File: src/design/xosera_macros.svh
/*
 * shared constants for the reduced display controller
 * raster is tiny (16x8 visible) so a frame is only 288 clocks
 * register numbers are 4-bit bus values, interrupt bits index intr_t
 */
`ifndef XOSERA_MACROS_SVH
`define XOSERA_MACROS_SVH

`define H_VIS           16      // visible pixels per line
`define H_FRONT         2       // front porch clocks
`define H_SYNC          3       // hsync width, clocks
`define H_TOTAL         24      // clocks per line
`define V_VIS           8       // visible lines per frame
`define V_FRONT         1       // front porch lines
`define V_SYNC          1       // vsync width, lines
`define V_TOTAL         12      // lines per frame

`define VRAM_AW         8       // 256 words of VRAM
`define PAL_N           16      // palette entries

`define REG_VRAM_ADDR   0
`define REG_VRAM_DATA   1
`define REG_PAL_DATA    2
`define REG_INT_CTRL    3
`define REG_STATUS      4

`define INTR_W          2       // interrupt vector width
`define VIDEO_INTR      0       // start of vertical blank
`define VRAM_INTR       1       // host VRAM access done

`endif
File: src/design/xosera_pkg.sv
/*
 * common types for the display controller
 * widths follow the constants in the macros header
 */
`include "xosera_macros.svh"

package xosera_pkg;

    typedef logic [15:0]            word_t;     // VRAM / register word
    typedef logic [`VRAM_AW-1:0]    addr_t;     // VRAM word address
    typedef logic [3:0]             color_t;    // palette index
    typedef logic [11:0]            rgb_t;      // {red, green, blue} 4 bits each

    typedef logic [4:0]             hcount_t;   // 0 .. H_TOTAL-1
    typedef logic [3:0]             vcount_t;   // 0 .. V_TOTAL-1

    typedef logic [`INTR_W-1:0]     intr_t;     // one bit per source

    // host VRAM access sequencing
    typedef enum logic [1:0] {
        IDLE,                                   // no access outstanding
        WAIT_RD,                                // read issued, waiting for ack
        WAIT_WR                                 // write issued, waiting for ack
    } host_state_e;

endpackage

File: src/design/video_timing.sv
/*
 * raster timing, sync pulses are active high
 * counters start at the first blank line so no partial frame follows reset
 * fetch address is only meaningful while vgen_sel_o is high
 */
`include "xosera_macros.svh"

module video_timing import xosera_pkg::*; (
    input  wire logic   clk,
    input  wire logic   reset_i,
    output logic        hsync_o,
    output logic        vsync_o,
    output logic        dv_de_o,
    output logic        h_blank_o,
    output logic        v_blank_o,
    output logic        vgen_sel_o,
    output addr_t       vgen_addr_o,
    output logic        video_intr_o
);

    localparam hcount_t H_LAST    = hcount_t'(`H_TOTAL - 1);
    localparam hcount_t H_VIS_N   = hcount_t'(`H_VIS);
    localparam hcount_t HS_START  = hcount_t'(`H_VIS + `H_FRONT);
    localparam hcount_t HS_END    = hcount_t'(`H_VIS + `H_FRONT + `H_SYNC);
    localparam vcount_t V_LAST    = vcount_t'(`V_TOTAL - 1);
    localparam vcount_t V_VIS_N   = vcount_t'(`V_VIS);
    localparam vcount_t VS_START  = vcount_t'(`V_VIS + `V_FRONT);
    localparam vcount_t VS_END    = vcount_t'(`V_VIS + `V_FRONT + `V_SYNC);

    hcount_t    h_cnt;
    vcount_t    v_cnt;

    always_ff @(posedge clk) begin
        if (reset_i) begin
            h_cnt        <= '0;
            v_cnt        <= V_VIS_N;    // top of vertical blank
            video_intr_o <= 1'b0;
        end else begin
            // lands on the first cycle of line V_VIS
            video_intr_o <= (h_cnt == H_LAST) && (v_cnt == V_VIS_N - 1'b1);
            if (h_cnt == H_LAST) begin
                h_cnt <= '0;
                if (v_cnt == V_LAST) begin
                    v_cnt <= '0;
                end else begin
                    v_cnt <= v_cnt + 1'b1;
                end
            end else begin
                h_cnt <= h_cnt + 1'b1;
            end
        end
    end

    assign h_blank_o  = (h_cnt >= H_VIS_N);
    assign v_blank_o  = (v_cnt >= V_VIS_N);
    assign hsync_o    = (h_cnt >= HS_START) && (h_cnt < HS_END);
    assign vsync_o    = (v_cnt >= VS_START) && (v_cnt < VS_END);
    assign dv_de_o    = ~h_blank_o & ~v_blank_o;
    assign vgen_sel_o = dv_de_o;        // fetch every visible pixel

    // line * H_VIS + column
    assign vgen_addr_o = addr_t'(v_cnt) * addr_t'(`H_VIS) + addr_t'(h_cnt);

endmodule

File: config.mk
export PLATFORM = sky130hd
export DESIGN_NAME = video_timing
export DESIGN_NICKNAME = d
export VERILOG_FILES = /design/src/design/xosera_pkg.sv /design/src/design/video_timing.sv
export VERILOG_INCLUDE_DIRS = /design/src /design/src/design
export SDC_FILE = /design/constraint.sdc
export NUM_CORES = 1
export LEC_CHECK = 0
export ABC_AREA = 1
export BUFFER_PORTS_ARGS = -buffer_cell sky130_fd_sc_hd__buf_2
export CAP_MARGIN = 20
export CORE_AREA = 2 2 39 41
export CTS_CLUSTER_DIAMETER = 30
export DETAILED_ROUTE_END_ITERATION = 10
export DIE_AREA = 0 0 41 43
export PLACE_DENSITY = 0.74
export SKIP_LAST_GASP = 1
export SLEW_MARGIN = 20
export SYNTH_ARGS = -nofsm -noshare
export SYNTH_HDL_FRONTEND = slang
export SYNTH_SLANG_ARGS = --single-unit
File: constraint.sdc
create_clock -name clk -period 3.2 [get_ports clk]
set_input_delay 0.32 -clock clk [delete_from_list [all_inputs] [get_ports clk]]
set_output_delay 0.32 -clock clk [all_outputs]
set_load 0.01 [all_outputs]
==> impl_metrics.json, run 1 <==
{
  "post-route-drc-count": 0,
  "num_rows": 14,
  "initial_core_util": 0.465,
  "io_buffers": 16,
  "synth_cell_types": 18,
  "fin_crit_sh": 0.526,
  "drive_gt1_frac": 0.292,
  "path_max_fanout": 6,
  "cap_violations": 0,
  "areaGrowthSynthToFinish_pct": 13.0,
  "synth_area_leaders": "dfxtp_1, ha_1, buf_4",
  "path_class": "reg2out",
  "globalRouteTotalUtil": 0.157,
  "holdPathEnd": "video_intr_o",
  "cts_made_buffers": 3,
  "vias_per_cell": 4.89,
  "period_needed_ns": 1.68,
  "rsz0062_at_grt": "no",
  "synth_compound_area_frac": 0.109,
  "final_core_util": 0.525,
  "core_area_um2": 1380,
  "num_vias": 548,
  "yosysSeqAreaShare": 0.311,
  "grt-ovfl-total": 0,
  "max_freq_mhz": 595,
  "syn_area_um2": 643,
  "synth_top_area_share": 0.311,
  "postSynthRegisterBits": 10,
  "clk_root_buffer_cell": "clkbuf_4",
  "tightestPinTransition_ns": 0.321,
  "drt.antenna.violating_nets": 0,
  "cts-resized-gates": 0,
  "cts.sinks": 10,
  "ir_drop_mv": 0.246,
  "ctsHoldBuffers": 0,
  "max_slew_margin": 0.786,
  "hold_ws_ns": 0.285,
  "status": "completed",
  "fin_skew_ns": 0.000716,
  "crit_required_ns": 2.88,
  "tns_ns": 0,
  "clk_pin_slew_ns": 0.06,
  "avgSynthCellArea_um2": 7.66,
  "dp_hpwl_um": 892,
  "n_antenna_cell": 0,
  "r2r_slack_ns": 1.97,
  "synth_top_cell_by_area": "dfxtp_1",
  "gp_congestion": 0.805,
  "synth_top_family_by_area": "simple AND/OR/NAND/NOR gates",
  "r2r-start": "h_cnt[0]",
  "synth-simple-area-share": 0.232,
  "hold-path-cell-count": 2,
  "final_max_slew_viol_count": 0,
  "setup_viol": 0,
  "holdCritPathClass": "in2reg",
  "grt_max_degree": 8,
  "post_drt_wl_per_cell_um": 10.1,
  "synth-adder-area-share": 0.156,
  "die_w_um": 41,
  "h-tree-depth": 1,
  "grt_pass1_vias": 486,
  "hold_viol": 0,
  "grt_pass1_wl_mm": 1.91,
  "critPathCaptureType": "primary output",
  "r2r_end": "v_cnt[3]",
  "drt_wl_total_mm": 1.14,
  "cts_setup_buffers": 0,
  "die-area_um2": 1760,
  "cts_tree": "built",
  "reg2reg_depth": 6,
  "die_y_um": 43,
  "muxShareOfSynthArea": 0,
  "startpoint_type": "register",
  "pre_cts_ws_ns": 1.79,
  "cts_buffer_depth": 2,
  "yosysWarningCount": 0,
  "powerDensity_nw_per_um2": 355,
  "synth_nets": 94,
  "num_io_pins": 17,
  "stdcell_count": 112,
  "synth_xor_area_frac": 0.0409,
  "netlist_instances": 84,
  "hp-start": "reset_i",
  "num-nets-final": 107,
  "dp_cells": 108,
  "timing.final.ws_setup_ns": 1.52,
  "arrival_ns": 1.36,
  "clock_latency_ns": 0.26,
  "p_leak_nw": 0.380,
  "antenna_found_initial": 0,
  "first_pass_iters": 4,
  "drtIter0Drc": 10
}
-- metal layers --
metal / share of wire / up-vias / track usage
met5: 0 / - / 0
met4: 0 / 0 / 0.0200
met3: 0.052 / 0 / 0.0785
met2: 0.51 / 14 / 0.250
met1: 0.44 / 249 / 0.189
li1: - / 285 / -
-- Yosys cell counts --
cell      count
buf_4         6
nand3_1       8
nor2_2        2
nor2_1        5
o21ai_0       4
ha_1          8
a211oi_1      2
inv_2         1
o21ai_1       1
xor2_1        3
nor2_4        1
a21oi_1       6
nor3_2        1
nand2_1      10
clkbuf_1      2
dfxtp_1      10
nand2_2       3
inv_1        11
-- cell type report --
| type | instances | area, um^2 |
|---|---|---|
| repair buffers | 16 | 80.1 |
| multi-input cells | 54 | 345 |
| flip-flops and latches | 10 | 200 |
| inverters | 12 | 45.0 |
| clock buffers | 4 | 36.3 |
| fillers | 144 | 657 |
| well taps | 16 | 20.0 |
-- stage by stage --
step	total power (W)	instance area, um^2
finish	0.000258	727
global route	0.000273	727
CTS	0.000263	727
detailed placement	0.000150	691
global placement	0.000149	691
floorplan	0.000147	643
-- sequential cells by signal, summed over array words and instances, names as in the netlist --
register / cells
h_cnt: 5
v_cnt: 4
video_intr_o: 1
-- worst max-delay path, cell delays in order (launching register included) --
cell and delay [ns]:
dfxtp_1 0.44, ha_1 0.22, ha_1 0.16, xor2_1 0.13
buf_2 0.14
-- power by group --
part	internal (W)	total (W)	switching, W	leakage, nW
sequential	0.000128	0.000132	0.00000444	0.0812
clock	0.0000691	0.000112	0.0000426	0.0210
combinational	0.00000560	0.0000143	0.00000873	0.278
-- cell usage in the layout, fill, tap and decap left out --
cell      count
inv_1        11
nand3_1       8
clkbuf_4      3
o21ai_1       1
ha_1          8
nor2_1        5
a21oi_1       6
a211oi_1      2
buf_2        16
nor3_2        1
nor2_4        1
nor2_2        2
clkbuf_8      1
xor2_1        3
dfxtp_1      10
nand2_2       3
o21ai_0       4
inv_2         1
nand2_1      10
-- kinds of logic (layout without fill, tap and decap cells) --
| kind of cell | count (synthesis) | in the layout |
|---|---|---|
| adders and majority gates | 8 | 8 |
| DFF | 10 | 10 |
| and+or+nand+nor | 30 | 30 |
| AOI/OAI and AO/OA | 13 | 13 |
| buffers and inverters | 20 | 32 |
| xor gates and xnor gates | 3 | 3 |
-- worst max-delay path by stage --
stage | startpoint | endpoint | slack [ns] | cells past startpoint
2_1_floorplan | h_cnt[4] | vgen_addr_o[6] | 1.91 | 3
3_3_place_gp | h_cnt[4] | vgen_addr_o[6] | 1.84 | 4
3_5_place_dp | h_cnt[4] | vgen_addr_o[6] | 1.79 | 4
4_1_cts | h_cnt[4] | vgen_addr_o[6] | 1.50 | 4
5_1_grt | h_cnt[4] | vgen_addr_o[6] | 1.38 | 4
6_report | h_cnt[4] | vgen_addr_o[6] | 1.52 | 4
Note: power is estimated with default switching activity, not from simulation.
==> run 2, diff against run 1 <==
- ABC_AREA: 1 -> 0
- PLACE_DENSITY: 0.74 -> 0.73
- clock period: 3.2 -> 1.6 ns (I/O delays scaled with it)
==> run 2 against run 1 <==
Effect of this change:
- the flow now finishes with violations (setup timing)
- cell area up 5.5%
- via count down 5.3%
- utilization up 2.9 points
- first-iteration DRC count down 40%
- critical path depth up 1
- register-to-register slack worse by 1.9 ns
- critical path type unchanged
- largest cell class unchanged
- largest power group unchanged
- highest routed layer is now met4
==> impl_metrics.json, run 2 <==
{
  "failed_checks": "setup timing",
  "rsz0062_at_grt": "yes",
  "fin_skew_ns": 0.00114,
  "dp_hpwl_um": 779,
  "regMostFlops": "h_cnt",
  "timing.final.ws_setup_ns": -0.0119,
  "syn_area_um2": 632,
  "setup_viol": 1,
  "max_slew_margin": 0.805,
  "netlist_instances": 72,
  "async_reset_ff_frac": 0,
  "post_drt_wl_per_cell_um": 10.7,
  "drt_wl_total_mm": 1.10,
  "internal_power_w": 0.000407,
  "arrival_ns": 1.45,
  "cts_buffer_depth": 2,
  "final.fill_count": 144,
  "post-route-drc-count": 0,
  "synth_area_leaders": "dfxtp_1, ha_1, buf_4",
  "final_core_util": 0.554,
  "first_pass_iters": 4,
  "h-tree-depth": 1,
  "period_needed_ns": 1.61,
  "powerDensity_nw_per_um2": 686,
  "critPathCaptureType": "primary output",
  "hold_viol": 0,
  "dp_cells": 95,
  "clk_pin_slew_ns": 0.07,
  "synth_top_area_share": 0.317,
  "num_vias": 519,
  "fin_crit_sh": 1.01,
  "startpoint_type": "register",
  "cts_made_buffers": 3,
  "final_cell_mix": "buf_2, ha_1, dfxtp_1",
  "cts_tree": "built",
  "ctsHoldBuffers": 0,
  "die_y_um": 43,
  "postSynthRegisterBits": 10,
  "final_common_cell": "buf_2",
  "worst_path_largest_cell_delay_ns": 0.37,
  "drt.antenna.violating_nets": 0,
  "die-area_um2": 1760,
  "combinationalPowerShare": 0.067,
  "avgSynthCellArea_um2": 8.78,
  "synth_ff_type": "dfxtp_1",
  "switching_share": 0.227,
  "grt_pass1_wl_mm": 1.87,
  "holdCritPathClass": "in2reg",
  "max_freq_mhz": 620,
  "cp_top_family": "simple AND/OR/NAND/NOR gates",
  "clk_root_buffer_cell": "clkbuf_4",
  "gp_congestion": 0.777,
  "antenna_found_initial": 0,
  "num_rows": 14,
  "drtIter0Drc": 6,
  "final_max_slew_viol_count": 0,
  "grt-ovfl-total": 0,
  "seq_power_share": 0.494,
  "areaGrowthSynthToFinish_pct": 21.4,
  "ir_drop_mv": 0.465,
  "drive_gt1_frac": 0.391,
  "num_io_pins": 17,
  "status": "finished with violations",
  "num-nets-final": 98,
  "reg.largest.list": "h_cnt: 5 flops, v_cnt: 4 flops, video_intr_o: 1 flops",
  "synth_cell_types": 25,
  "yosysSeqAreaShare": 0.317,
  "synth-edff-count": 0,
  "globalRouteTotalUtil": 0.160,
  "core_area_um2": 1380,
  "yosysMostFrequentCell": "dfxtp_1",
  "path_cells": "inv_2, ha_1, nor2b_4, nor4b_2, buf_2",
  "vias_per_cell": 5.04,
  "path_max_fanout": 5,
  "synth_commonest_cells": "dfxtp_1, ha_1, buf_4, nand2_1, inv_1",
  "grt_pass1_vias": 456,
  "clock_latency_ns": 0.27,
  "tightestPinTransition_ns": 0.292,
  "largest_register_ffs": 5,
  "p_sw_w": 0.000119,
  "io_buffers": 16,
  "die_w_um": 41,
  "yosysWarningCount": 0,
  "p_leak_nw": 0.371,
  "path_class": "reg2out",
  "crit_required_ns": 1.44,
  "n_antenna_cell": 0,
  "stdcell_count": 103,
  "slowest_stage": "dfxtp_4",
  "cap_violations": 0,
  "synth_top_cell_by_area": "dfxtp_1",
  "p_clk_frac": 0.439,
  "crit_buf_inv": 2,
  "synth_nets": 82,
  "initial_core_util": 0.457,
  "cts.sinks": 10,
  "grt_max_degree": 11
}
==> run 2: cell count changes in the layout (fill, tap and decap cells not counted), sizes merged, moves of 2 or more <==
cell    previous run  this run
nor2               8         3
nand4b             0         2
o21ai              5         2
xnor2              0         2
nand3              8         2
inv               12         5
a21oi              6         4
a211o              0         2
nor2b              0         2
nor3b              0         3
nand2             13         6
a211oi             2         0
buf               16        22
==> run 2: final cells by class <==
cell class / instances / area [um^2] / share of cell area
Clock buffer: 4 / 36.3 / 0.0473
Timing Repair Buffer: 22 / 125 / 0.163
Inverter: 5 / 21.3 / 0.0277
Sequential cell: 10 / 209 / 0.272
Multi-Input combinational cell: 46 / 355 / 0.463
Tap cell: 16 / 20.0 / 0.0261
==> run 2: logic make-up after synthesis <==
kind of cell / Yosys count / synth area share
AND/OR/NAND/NOR: 25 / 0.230
buffers and inverters: 16 / 0.143
flip-flops: 10 / 0.317
AO/OA/AOI/OAI: 8 / 0.0812
adder cells (fa/ha/maj): 8 / 0.158
XOR/XNOR: 4 / 0.0555
multiplexers: 1 / 0.0158
==> run 2: path summary, 6_finish.rpt <==
check	startpoint	slack [ns]	cells after the start	end
min reg2reg	v_cnt[1]	0.51	2	v_cnt[1]
min	reset_i	0.17	2	v_cnt[1]
max reg2reg	h_cnt[1]	0.11	4	v_cnt[0]
max	v_cnt[0]	-0.01	5	vsync_o
==> run 2: repair_timing <==
action,CTS,global route
gates resized for setup,5,6
endpoints found under the setup margin,1,2
cloned,0,0
buffers inserted,0,4
pin swaps,0,1
==> run 2: layer usage <==
| layer | GRT usage | vias to the layer above | share of wire | routed length (um) |
|---|---|---|---|---|
| met4 | 0.100 | 0 | 0.021 | 23 |
| met3 | 0.0471 | 4 | 0.044 | 48 |
| met2 | 0.234 | 12 | 0.49 | 541 |
| met5 | 0 | - | 0 | 0 |
| li1 | - | 263 | - | - |
| met1 | 0.195 | 240 | 0.44 | 486 |
==> run 2: power groups by stage <==
| stage | sequential [W] | combinational (W) | clock [W] |
|---|---|---|---|
| 2_1_floorplan | 0.000267 | 0.0000357 | 0 |
| 3_3_place_gp | 0.000269 | 0.0000351 | 0 |
| 3_5_place_dp | 0.000269 | 0.0000361 | 0 |
| 4_1_cts | 0.000260 | 0.0000362 | 0.000239 |
| 5_1_grt | 0.000262 | 0.0000401 | 0.000254 |
| 6_report | 0.000260 | 0.0000351 | 0.000231 |
==> run 2: stage by stage <==
stage | worst slack, ns | hold WS [ns] | TNS [ns] | total power, W | cell area [um^2]
3_5_place_dp | 0.163 | 0.466 | 0 | 0.000305 | 676
2_1_floorplan | 0.221 | 0.464 | 0 | 0.000303 | 632
3_3_place_gp | 0.188 | 0.463 | 0 | 0.000304 | 676
4_1_cts | 0.00546 | 0.163 | 0 | 0.000535 | 726
5_1_grt | -0.0910 | 0.186 | -0.0910 | 0.000556 | 767
6_report | -0.0119 | 0.165 | -0.0119 | 0.000526 | 767
==> run 2: worst register-to-register path: stages, from the launching register on <==
cell	delay [ns]
dfxtp_1	0.40
ha_1	0.27
nand4b_1	0.25
a211o_1	0.34
a21oi_1	0.15
==> run 3, diff against run 2 <==
- clock period: 1.6 -> 1.5 ns (I/O delays scaled with it)
==> run 3 against run 2 <==
Effect of this change:
- the flow now finishes without violations
- sequential share of layout area down 1.6 points
- via count rose by 3.1%
- clock skew increased by 0.0061 ns
- cell count increased by 2.9%
- routed wire length grew 25%
- hold slack got worse by 0.013 ns
- clock power increased by 6%
- first-iteration DRC count rose by 130%
- register-to-register slack worse by 0.03 ns
- combinational power is 11% higher
- sequential cell count is the same
- largest cell class unchanged
- largest power group unchanged
- highest routed layer unchanged
==> impl_metrics.json, run 3 (synthesis results as in run 2) <==
{
  "final_cell_mix": "buf_2, buf_4, nand2_1, dfxtp_1, ha_1",
  "num_io_pins": 17,
  "p_leak_nw": 0.384,
  "num_vias": 535,
  "die_y_um": 43,
  "crit_buf_inv": 2,
  "vias_per_cell": 5.05,
  "status": "completed",
  "path_cells": "buf_4, ha_4, nor2b_4, nor4b_2, buf_2",
  "clk_root_buffer_cell": "clkbuf_4",
  "drive_gt1_frac": 0.467,
  "fin_crit_sh": 0.996,
  "period_needed_ns": 1.49,
  "setup_viol": 0,
  "post-route-drc-count": 0,
  "max_slew_margin": 0.799,
  "n_antenna_cell": 0,
  "cts_buffer_depth": 2,
  "holdPathEnd": "v_cnt[1]",
  "clock_latency_ns": 0.27,
  "max_freq_mhz": 669,
  "cts_tree": "built",
  "crit_required_ns": 1.35,
  "grt_max_degree": 11,
  "p_total_w": 0.000564,
  "cp_top_family": "flip-flops",
  "hp-start": "reset_i",
  "num-nets-final": 101,
  "hold-path-cell-count": 2,
  "io_buffers": 16,
  "drt.antenna.violating_nets": 0,
  "drt_wl_total_mm": 1.37,
  "startpoint_type": "register",
  "largest_register_ffs": 5,
  "critPathCaptureType": "primary output",
  "regMostFlops": "h_cnt",
  "ir_drop_mv": 0.474,
  "tightestPinTransition_ns": 0.301,
  "areaGrowthSynthToFinish_pct": 29.9,
  "fin_area_um2": 821,
  "antenna_found_initial": 0,
  "h-tree-depth": 1,
  "gp_congestion": 0.819,
  "grt_pass1_wl_mm": 2.13,
  "drtIter0Drc": 14,
  "reg.largest.list": "h_cnt: 5 flops, v_cnt: 4 flops, video_intr_o: 1 flops",
  "initial_core_util": 0.457,
  "cap_violations": 0,
  "reg2reg_depth": 5,
  "slowest_stage": "dfxtp_4",
  "final_max_slew_viol_count": 0,
  "grt_pass1_vias": 498,
  "r2r_end": "v_cnt[0]",
  "clk_pin_slew_ns": 0.07,
  "final_common_cell": "buf_2",
  "grt-ovfl-total": 0,
  "r2r-start": "v_cnt[0]",
  "dp_hpwl_um": 804,
  "path_max_fanout": 4,
  "arrival_ns": 1.34,
  "placed_cell_area_um2": 691,
  "path_class": "reg2out",
  "die_w_um": 41,
  "first_pass_iters": 4,
  "worst_path_largest_cell_delay_ns": 0.36,
  "r2r_slack_ns": 0.08,
  "fin_skew_ns": 0.00726,
  "cts.sinks": 10,
  "cts_made_buffers": 3,
  "powerDensity_nw_per_um2": 687,
  "num_rows": 14,
  "core_area_um2": 1380,
  "rsz0062_at_grt": "yes",
  "post_drt_wl_per_cell_um": 12.9,
  "die-area_um2": 1760,
  "hold_viol": 0,
  "holdCritPathClass": "in2reg",
  "globalRouteTotalUtil": 0.181
}
-- run 3: per-layer routing --
metal  vias to the layer above  track usage  wire [um]
met1                       243        0.218        561
met3                         2       0.0314         58
met2                        17        0.288        724
li1                        273            -          -
met5                         -            0          0
met4                         0        0.100         24
-- run 3: what timing repair did --
action                                  4_1_cts  5_1_grt
setup buffers                                 4        1
hold buffers                                  0        0
endpoints found under the setup margin        2        5
gates resized for setup                      14        4
pin swaps                                     1        1
-- run 3: how the worst max path moves through the flow --
| stage | startpoint | to | slack, ns | cells past startpoint |
|---|---|---|---|---|
| 2_1_floorplan | h_cnt[0] | v_cnt[3] | 0.12 | 5 |
| 3_3_place_gp | v_cnt[1] | vsync_o | 0.08 | 5 |
| 3_5_place_dp | v_cnt[1] | vsync_o | 0.07 | 5 |
| 4_1_cts | v_cnt[1] | vsync_o | -0.02 | 5 |
| 5_1_grt | v_cnt[1] | vsync_o | -0.05 | 5 |
| 6_report | v_cnt[0] | vsync_o | 0.006 | 5 |
-- run 3: area by class of cell --
type                       instances  area (um^2)
fill                             117          563
multi-input combinational         46          385
sequential                        10          210
timing repair buffer              25          148
clock buffer                       4         36.3
inverter                           5         21.3
tap                               16         20.0
-- run 3: report_power, final --
part	internal, W	total [W]	switching [W]
Combinational	0.0000194	0.0000389	0.0000195
Clock	0.000148	0.000246	0.0000986
Sequential	0.000269	0.000279	0.00000920
-- run 3: worst reg2reg max path: stages (launching register included) --
cell	delay, ns
dfxtp_4	0.36
buf_4	0.15
ha_1	0.22
nor2b_2	0.18
a211o_1	0.31
a21oi_1	0.12
-- run 3: through the flow --
| step | util | TNS, ns | hold WS, ns | std cells | setup slack (ns) |
|---|---|---|---|---|---|
| 2_1_floorplan | - | 0 | 0.454 | 72 | 0.121 |
| 3_3_place_gp | 0.499 | 0 | 0.459 | 97 | 0.0843 |
| 3_5_place_dp | 0.499 | 0 | 0.463 | 97 | 0.0704 |
| 4_1_cts | 0.582 | -0.0244 | 0.161 | 105 | -0.0244 |
| 5_1_grt | 0.593 | -0.0512 | 0.176 | 106 | -0.0477 |
| 6_report | 0.593 | 0 | 0.152 | 106 | 0.00554 |
